$ cat src/verilog/oooParams.svh
`ifndef OOO_PARAMS_SVH
`define OOO_PARAMS_SVH

// ============================================================================
// Core sizing
// ============================================================================

// Architectural integer registers
`define OOO_NUM_REGS 16

// Reorder buffer slots, power of two so the wrap bit works
`define OOO_ROB_DEPTH 8

// Width of every data value
`define OOO_DATA_WIDTH 32

`endif

$ cat src/verilog/oooPkg.sv
`default_nettype none

`include "oooParams.svh"

package oooPkg;

    // Architectural register number
    typedef logic [$clog2(`OOO_NUM_REGS)-1:0] regIdx_t;

    // Reorder buffer slot index
    typedef logic [$clog2(`OOO_ROB_DEPTH)-1:0] robTag_t;

    // Slot index with a wrap bit on top, tells full from empty
    typedef logic [$clog2(`OOO_ROB_DEPTH):0] robPtr_t;

    typedef logic [`OOO_DATA_WIDTH-1:0] word_t;   // Data value

endpackage

`default_nettype wire

$ cat src/verilog/reorderBuffer.sv
`default_nettype none

`include "oooParams.svh"

module reorderBuffer
    import oooPkg::*;
(
    input  logic    CLK,
    input  logic    Reset,

    input  logic    Append,
    input  regIdx_t AppendReg,

    input  logic    DpValid,
    input  robTag_t DpTag,
    input  word_t   DpValue,
    input  logic    DpWriteBack,
    input  logic    MemValid,
    input  robTag_t MemTag,
    input  word_t   MemValue,
    input  logic    MemWriteBack,
    input  logic    MulValid,
    input  robTag_t MulTag,
    input  word_t   MulValue,
    input  logic    FpValid,
    input  robTag_t FpTag,
    input  word_t   FpValue,

    input  robTag_t LookupTagA,
    input  robTag_t LookupTagB,

    output logic    Full,
    output robTag_t TailTag,
    output robTag_t HeadTag,
    output logic    ForwardReadyA,
    output logic    ForwardReadyB,
    output word_t   ForwardValueA,
    output word_t   ForwardValueB,

    output logic    Commit,
    output regIdx_t CommitReg,
    output logic    CommitWrite,
    output word_t   CommitValue
);

    robPtr_t head;
    robPtr_t tail;

    logic [`OOO_ROB_DEPTH-1:0] busy;
    logic [`OOO_ROB_DEPTH-1:0] finished;
    logic [`OOO_ROB_DEPTH-1:0] writeFlag;
    regIdx_t                   destReg [`OOO_ROB_DEPTH];
    word_t                     value   [`OOO_ROB_DEPTH];

    // Lanes in priority order, index 0 is Dp and index 3 is Fp
    logic [3:0] laneValid;
    logic [3:0] laneWrite;
    robTag_t    laneTag   [4];
    word_t      laneValue [4];

    logic retire;

    // ========================================================================
    // Pointers and status
    // ========================================================================

    assign HeadTag = robTag_t'(head);
    assign TailTag = robTag_t'(tail);

    // Same slot, opposite wrap bit
    assign Full = (head == {~tail[$bits(robTag_t)], TailTag});

    assign laneValid = {FpValid, MulValid, MemValid, DpValid};
    assign laneWrite = {1'b0, 1'b1, MemWriteBack, DpWriteBack};   // Mul always, Fp never
    assign laneTag   = '{DpTag, MemTag, MulTag, FpTag};
    assign laneValue = '{DpValue, MemValue, MulValue, FpValue};

    // An empty slot is never busy, so no separate empty check
    assign retire = busy[HeadTag] & finished[HeadTag];

    always_ff @(posedge CLK or posedge Reset) begin
        if (Reset) begin
            head     <= '0;
            tail     <= '0;
            busy     <= '0;
            finished <= '0;
        end else begin
            if (retire) begin
                busy[HeadTag] <= 1'b0;
                head          <= head + 1'b1;
            end
            for (int i = 0; i < 4; i++) begin
                if (laneValid[i] && busy[laneTag[i]]) begin
                    finished[laneTag[i]] <= 1'b1;
                end
            end
            if (Append) begin   // Caller never appends while full
                busy[TailTag]     <= 1'b1;
                finished[TailTag] <= 1'b0;
                tail              <= tail + 1'b1;
            end
        end
    end

    // ========================================================================
    // Entry payload
    // ========================================================================

    always_ff @(posedge CLK) begin
        if (Append) begin
            destReg[TailTag] <= AppendReg;
        end
        // Later lane overwrites an earlier one on the same tag
        for (int i = 0; i < 4; i++) begin
            if (laneValid[i] && busy[laneTag[i]]) begin
                value[laneTag[i]]     <= laneValue[i];
                writeFlag[laneTag[i]] <= laneWrite[i];
            end
        end
    end

    // ========================================================================
    // Commit and forwarding
    // ========================================================================

    always_comb begin
        Commit      = retire;
        CommitReg   = '0;
        CommitWrite = 1'b0;
        CommitValue = '0;
        if (retire) begin
            CommitReg   = destReg[HeadTag];
            CommitWrite = writeFlag[HeadTag];
            CommitValue = value[HeadTag];
        end
    end

    assign ForwardReadyA = busy[LookupTagA] & finished[LookupTagA];
    assign ForwardReadyB = busy[LookupTagB] & finished[LookupTagB];
    assign ForwardValueA = value[LookupTagA];
    assign ForwardValueB = value[LookupTagB];

endmodule

`default_nettype wire

$ cat src/verilog/registerFile.sv
`default_nettype none

`include "oooParams.svh"

module registerFile
    import oooPkg::*;
(
    input  logic    CLK,
    input  logic    Reset,
    input  logic    WriteEnable,
    input  regIdx_t WriteReg,
    input  word_t   WriteData,
    input  regIdx_t ReadRegA,
    input  regIdx_t ReadRegB,
    output word_t   ReadDataA,
    output word_t   ReadDataB
);

    word_t regs [`OOO_NUM_REGS];

    always_ff @(posedge CLK or posedge Reset) begin
        if (Reset) begin
            for (int i = 0; i < `OOO_NUM_REGS; i++) begin
                regs[i] <= '0;
            end
        end else if (WriteEnable) begin
            regs[WriteReg] <= WriteData;
        end
    end

    // Old value until the edge, no write bypass
    assign ReadDataA = regs[ReadRegA];
    assign ReadDataB = regs[ReadRegB];

endmodule

`default_nettype wire

$ cat src/verilog/renameTable.sv
`default_nettype none

`include "oooParams.svh"

module renameTable
    import oooPkg::*;
(
    input  logic    CLK,
    input  logic    Reset,

    input  logic    Rename,
    input  regIdx_t RenameReg,
    input  robTag_t RenameTag,

    input  logic    Retire,
    input  regIdx_t RetireReg,
    input  robTag_t RetireTag,

    input  regIdx_t LookupRegA,
    input  regIdx_t LookupRegB,
    output logic    BusyA,
    output logic    BusyB,
    output robTag_t TagA,
    output robTag_t TagB
);

    logic [`OOO_NUM_REGS-1:0] busy;
    robTag_t                  owner [`OOO_NUM_REGS];

    // Clear only if the retiring entry is still the newest producer
    always_ff @(posedge CLK or posedge Reset) begin
        if (Reset) begin
            busy <= '0;
        end else begin
            if (Retire && busy[RetireReg] && owner[RetireReg] == RetireTag) begin
                busy[RetireReg] <= 1'b0;
            end
            if (Rename) begin
                busy[RenameReg] <= 1'b1;   // Wins over a clear of the same register
            end
        end
    end

    always_ff @(posedge CLK) begin
        if (Rename) begin
            owner[RenameReg] <= RenameTag;
        end
    end

    assign BusyA = busy[LookupRegA];
    assign BusyB = busy[LookupRegB];
    assign TagA  = owner[LookupRegA];
    assign TagB  = owner[LookupRegB];

endmodule

`default_nettype wire

$ cat src/verilog/dispatchStage.sv
`default_nettype none

module dispatchStage
    import oooPkg::*;
(
    input  logic    Dispatch,
    input  logic    Full,

    input  logic    BusyA,
    input  logic    BusyB,
    input  robTag_t TagA,
    input  robTag_t TagB,
    input  word_t   RegDataA,
    input  word_t   RegDataB,
    input  logic    ForwardReadyA,
    input  logic    ForwardReadyB,
    input  word_t   ForwardValueA,
    input  word_t   ForwardValueB,

    output logic    Append,
    output robTag_t LookupTagA,
    output robTag_t LookupTagB,
    output word_t   OperandA,
    output word_t   OperandB,
    output logic    OperandReadyA,
    output logic    OperandReadyB,
    output robTag_t OperandTagA,
    output robTag_t OperandTagB
);

    // Ready from the register file or from a finished entry
    function automatic logic operandReady(input logic busy, input logic fwdReady);
        return !busy || fwdReady;
    endfunction

    function automatic word_t operandValue(
        input logic  busy,
        input logic  fwdReady,
        input word_t regData,
        input word_t fwdValue
    );
        if (!busy) begin
            return regData;
        end
        return fwdReady ? fwdValue : '0;
    endfunction

    // Tag only carries meaning while the operand is pending
    function automatic robTag_t operandTag(
        input logic    busy,
        input logic    fwdReady,
        input robTag_t tag
    );
        return (busy && !fwdReady) ? tag : '0;
    endfunction

    assign Append = Dispatch & ~Full;   // Dropped while full

    // Producer lookup follows the rename mapping
    assign LookupTagA = TagA;
    assign LookupTagB = TagB;

    assign OperandReadyA = operandReady(BusyA, ForwardReadyA);
    assign OperandReadyB = operandReady(BusyB, ForwardReadyB);

    assign OperandA = operandValue(BusyA, ForwardReadyA, RegDataA, ForwardValueA);
    assign OperandB = operandValue(BusyB, ForwardReadyB, RegDataB, ForwardValueB);

    assign OperandTagA = operandTag(BusyA, ForwardReadyA, TagA);
    assign OperandTagB = operandTag(BusyB, ForwardReadyB, TagB);

endmodule

`default_nettype wire

$ cat src/verilog/oooBackEnd.sv
`default_nettype none

module oooBackEnd
    import oooPkg::*;
(
    input  logic    CLK,
    input  logic    Reset,

    input  logic    Dispatch,
    input  regIdx_t DestReg,
    input  regIdx_t SrcRegA,
    input  regIdx_t SrcRegB,

    input  logic    DpValid,
    input  robTag_t DpTag,
    input  word_t   DpValue,
    input  logic    DpWriteBack,
    input  logic    MemValid,
    input  robTag_t MemTag,
    input  word_t   MemValue,
    input  logic    MemWriteBack,
    input  logic    MulValid,
    input  robTag_t MulTag,
    input  word_t   MulValue,
    input  logic    FpValid,
    input  robTag_t FpTag,
    input  word_t   FpValue,

    output logic    Full,
    output robTag_t DispatchTag,
    output word_t   OperandA,
    output word_t   OperandB,
    output logic    OperandReadyA,
    output logic    OperandReadyB,
    output robTag_t OperandTagA,
    output robTag_t OperandTagB,

    output logic    Commit,
    output regIdx_t CommitReg,
    output logic    CommitWrite,
    output word_t   CommitValue
);

    logic    append;
    robTag_t headTag;
    logic    busyA, busyB;
    robTag_t tagA, tagB;
    robTag_t lookupTagA, lookupTagB;
    word_t   regDataA, regDataB;
    logic    fwdReadyA, fwdReadyB;
    word_t   fwdValueA, fwdValueB;

    // ========================================================================
    // Dispatch side
    // ========================================================================

    dispatchStage uDispatch (
        .Dispatch(Dispatch), .Full(Full),
        .BusyA(busyA), .BusyB(busyB), .TagA(tagA), .TagB(tagB),
        .RegDataA(regDataA), .RegDataB(regDataB),
        .ForwardReadyA(fwdReadyA), .ForwardReadyB(fwdReadyB),
        .ForwardValueA(fwdValueA), .ForwardValueB(fwdValueB),
        .Append(append), .LookupTagA(lookupTagA), .LookupTagB(lookupTagB),
        .OperandA(OperandA), .OperandB(OperandB),
        .OperandReadyA(OperandReadyA), .OperandReadyB(OperandReadyB),
        .OperandTagA(OperandTagA), .OperandTagB(OperandTagB)
    );

    renameTable uRename (
        .CLK(CLK), .Reset(Reset),
        .Rename(append), .RenameReg(DestReg), .RenameTag(DispatchTag),
        .Retire(Commit), .RetireReg(CommitReg), .RetireTag(headTag),
        .LookupRegA(SrcRegA), .LookupRegB(SrcRegB),
        .BusyA(busyA), .BusyB(busyB), .TagA(tagA), .TagB(tagB)
    );

    // CommitWrite is already low outside a commit
    registerFile uRegFile (
        .CLK(CLK), .Reset(Reset),
        .WriteEnable(CommitWrite), .WriteReg(CommitReg), .WriteData(CommitValue),
        .ReadRegA(SrcRegA), .ReadRegB(SrcRegB),
        .ReadDataA(regDataA), .ReadDataB(regDataB)
    );

    // ========================================================================
    // Reorder buffer
    // ========================================================================

    reorderBuffer uRob (
        .CLK(CLK), .Reset(Reset),
        .Append(append), .AppendReg(DestReg),
        .DpValid(DpValid), .DpTag(DpTag), .DpValue(DpValue), .DpWriteBack(DpWriteBack),
        .MemValid(MemValid), .MemTag(MemTag), .MemValue(MemValue),
        .MemWriteBack(MemWriteBack),
        .MulValid(MulValid), .MulTag(MulTag), .MulValue(MulValue),
        .FpValid(FpValid), .FpTag(FpTag), .FpValue(FpValue),
        .LookupTagA(lookupTagA), .LookupTagB(lookupTagB),
        .Full(Full), .TailTag(DispatchTag), .HeadTag(headTag),
        .ForwardReadyA(fwdReadyA), .ForwardReadyB(fwdReadyB),
        .ForwardValueA(fwdValueA), .ForwardValueB(fwdValueB),
        .Commit(Commit), .CommitReg(CommitReg),
        .CommitWrite(CommitWrite), .CommitValue(CommitValue)
    );

endmodule

`default_nettype wire

$ cat config.mk
export PLATFORM = sky130hd
export DESIGN_NAME = oooBackEnd
export DESIGN_NICKNAME = d
export VERILOG_FILES = /design/src/verilog/oooPkg.sv /design/src/verilog/reorderBuffer.sv /design/src/verilog/registerFile.sv /design/src/verilog/renameTable.sv /design/src/verilog/dispatchStage.sv /design/src/verilog/oooBackEnd.sv
export VERILOG_INCLUDE_DIRS = /design/src /design/src/verilog
export SDC_FILE = /design/constraint.sdc
export NUM_CORES = 2
export LEC_CHECK = 0
export BUFFER_PORTS_ARGS = -buffer_cell sky130_fd_sc_hd__buf_2
export CAP_MARGIN = 10
export CORE_MARGIN = 8
export CORE_UTILIZATION = 50
export CTS_BUF_LIST = sky130_fd_sc_hd__clkbuf_2
export CTS_CLUSTER_SIZE = 14
export DETAILED_ROUTE_END_ITERATION = 16
export PLACE_DENSITY = 0.7
export SETUP_SLACK_MARGIN = 0.2
export SKIP_LAST_GASP = 1
export SYNTH_ARGS = -nofsm -noshare
export SYNTH_HDL_FRONTEND = slang
export SYNTH_SLANG_ARGS = --single-unit
export TNS_END_PERCENT = 10
$ cat constraint.sdc
create_clock -name CLK -period 35.1 [get_ports CLK]
set_input_delay 1.755 -clock CLK [delete_from_list [all_inputs] [get_ports CLK]]
set_output_delay 1.755 -clock CLK [all_outputs]
set_load 0.01 [all_outputs]
==> results.md <==
* Status: complete, no violations
* Final Hold Fails at 0
* Mapped Area at 0.0567 sq mm
* TritonCTS clock tree: done
* Main synth FF type: dfrtp_1
* Worst setup SP type: flip-flop
* Max FO, Critical Path at 50
* Post-cts gate resize count at 0
* Routed len/inst at 28.2 um
* Crit path buffers/inverters at 4
* Largest net degree at the start of global routing at 171
* RSZ-0062 raised after global routing: false
* Crit Path Class: reg2out
* Post-synthesis cell count at 4942
* Final setup violation count at 0
* Max VDD drop at 56.5 uV
* Footprint of the multi-input gates at 0.0304 sq mm
* H-tree levels at 4
* Via count at 43.5k
* Hpwl dp at 120000 um
* CP endpoint kind: output port
* Core box area at 0.112 sq mm
* TritonCTS Sinks at 896
* Layout filler cell count at 9519
* Routed Antenna Nets at 0
* Worst Skew at 0.143 ns
* Total CTS buffers at 217
* Total track usage at 29.5%
* GRT overflow at 0
* Family with the most delay on the worst path: buffers and inverters
* First-pass GRT wire length at 280000 um
* I/O Buffers at 274
* Die Wd at 353 um
* Tcrit/Tclk final at 23.1%
* Yosys cell types at 68
* Met3 Resource Use GR at 8.58%
* Clock Tree Root: clkbuf_2
* Critical-path top delay cell: dfrtp_4
* IO Count at 275
* Least-Margin Pin Slew at 1.28 ns
* PwrDens at 73.9 mW/mm^2
* Synth Register Bits at 896
* Post-synth EDFFs at 336
* Fin crit period at 8.09 ns
* Slew Viols, Final at 0
* Vias in the first global route at 42.6k
* Drt pass-1 iters at 9
* Worst r2r src: uRob.head[0]
* Starting Density at 50.4%
* Crit-path cells: buf_4, mux4_2, mux2_4, inv_2, buf_4, and3_1, buf_2
* Crit path required time at 33.34 ns
* Share of layout cells above drive strength 1 at 32.5%
* Crit path top cell by count: buf_4
* Rows at 123
* Critical path arrival at 6.34 ns
* DRC viols at 0
* 1st-iter DRT viols at 5198
* Antenna violations before repair at 49
* NumNets Final at 5155
* GR peak layer: met2
* Fmax at 124 MHz
* Max Cap Viol at 0
* Clock buffer depth at 3
* Leak at 26.5 nW
* FFs w/ async S/R, synth at 61.6%
* Die ar. at 0.124 sq mm
* Post-CTS Hold Fix Bufs at 0
* Slowest cell delay on critical path at 0.84 ns
* Avg Inst Size Synth at 11.5 sq um
* Worst-Skew Late Latency at 1.54 ns
* Clock-pin transition on the worst setup and hold timing paths at 0.10 ns
* Hold/Removal Path Class: in2async
* Worst slew margin at 14.5%
* Die Span Y at 353 um
* DR vias/cell at 6.48
* Met2 Track Usage GR at 45.1%
* Setup Buffers After CTS at 0
* Grt met1 use at 39.0%
* Routed Wire Length at 189000 um
* Final Total Pwr at 0.00450 W
* Register area at 0.0241 sq mm
* Gpl congestion at 0.971
* Total negative slack at 0 ns
* Reg2reg setup slack at 28.96 ns
* Synth warn at 0
* Area Growth Syn to Fin at 7.25%
* Crit path launch: uRob.head[0]
* Post-synth net total at 5105
* Seq/Total Area, Yosys at 42.4%
[where the power goes]
group	leakage, nW	internal (W)	switching [W]
clock	1.53	0.000274	0.000452
combinational	14.4	0.000828	0.00136
sequential	10.6	0.00137	0.000212
[area by class of cell]
class                           instances  share of cell area (%)
Antenna cell                           35                   0.144
Timing Repair Buffer                  377                    3.61
Inverter                               26                   0.173
Sequential cell                       896                    39.6
Clock buffer                          294                    2.42
Tap cell                             1500                    3.09
Clock inverter                        104                   0.993
Multi-Input combinational cell       3474                    50.0
[synthesized netlist by cell type, types with 11 or more instances]
master    count  area share (%)
a21oi_1     147             1.3
a22oi_1      60            0.79
a31oi_1      11            0.12
and3_1       40            0.44
buf_1        81            0.54
buf_2       110            0.97
buf_4        18            0.24
clkbuf_1    331             2.2
dfrtp_1     552              24
edfxtp_1    336              18
inv_1        24            0.16
mux2_2      382             7.6
mux2i_1     451             8.0
mux4_2      514              20
nand2_1     938             6.2
nand3_1      28            0.25
nor2_1      270             1.8
nor4_1       11            0.12
o21ai_0     469             4.1
[kinds of logic (layout without fill, tap and decap cells)]
family,Yosys count,count (layout),share of synthesized area [%]
flops,896,896,42.4
xor+xnor,10,10,0.188
fa+ha+maj,2,2,0.0441
simple gates,1374,1374,9.89
buf+inv,572,801,4.23
mux,1352,1352,36.1
compound gates,736,736,7.08
other cells,0,35,0
[per-stage QoR]
| step | util (%) | instance area (sq um) | hold slack, ns | std cells | setup slack [ns] |
|---|---|---|---|---|---|
| 3_5_place_dp | 52.1 | 58700 | 0.482 | 6273 | 27.23 |
| 6_report | 54.1 | 60800 | 0.364 | 6706 | 27.01 |
| 4_1_cts | 54.0 | 60700 | 0.225 | 6671 | 26.92 |
| 3_3_place_gp | 52.1 | 58700 | 0.470 | 6273 | 27.29 |
| 5_1_grt | 54.0 | 60800 | 0.317 | 6689 | 26.80 |
| 2_1_floorplan | - | 56700 | 0.458 | 4942 | 17.91 |
[metal layers]
layer | share of wire, % | wire length [um] | vias up
met5 | 0.083 | 156 | -
met4 | 4.6 | 8710 | 24
met3 | 12 | 22500 | 587
met2 | 45 | 85800 | 2881
met1 | 38 | 71700 | 21493
li1 | - | - | 18496
[cells in the final DEF (no fill, tap or decap), drive strengths merged, types with 3 or more instances in the layout]
cell	instances
edfxtp	336
nor3b	5
nor3	14
clkinv	89
a211oi	4
or2	4
o21bai	5
inv	34
diode	35
buf	377
a31oi	11
xnor2	8
nor2b	5
o21ai	475
a311oi	4
and2	7
nand4b	3
and3	40
nand2b	10
o21a	7
or4	5
o221ai	3
a22oi	60
mux4	517
nand3	30
nor2	273
nand2	945
nor4	12
nand4	5
dfrtp	552
a21oi	147
o22ai	6
clkbuf	294
nor4b	4
dfxtp	8
bufinv	5
nand3b	6
mux2i	451
or3	6
mux2	384
[registers in the layout, indices dropped and copies added (netlist names)]
register        count
uRob.finished       8
uRename.owner      48
uRob.busy           8
uRob.tail           4
uRob.destReg       32
uRename.busy       16
uRob.writeFlag      8
uRegFile.regs     512
uRob.value        256
uRob.head           4
[worst reg2reg max path: cells and delay by family (launching register included)]
kind,cells,cell delay (ns)
buffers and inverters,4,2.29
DFF,1,0.84
muxes,3,1.37
and+or+nand+nor,3,1.44
[worst paths after layout]
kind | to | cells past startpoint
max | CommitValue[8] | 7
min | uRegFile.regs[400] | 2
max reg2reg | uRegFile.regs[286] | 10
min reg2reg | uRob.finished[6] | 1
max in group asynchronous | uRegFile.regs[200] | 5
min in group CLK | uRob.finished[6] | 1
(Power assumes the default switching activity.)
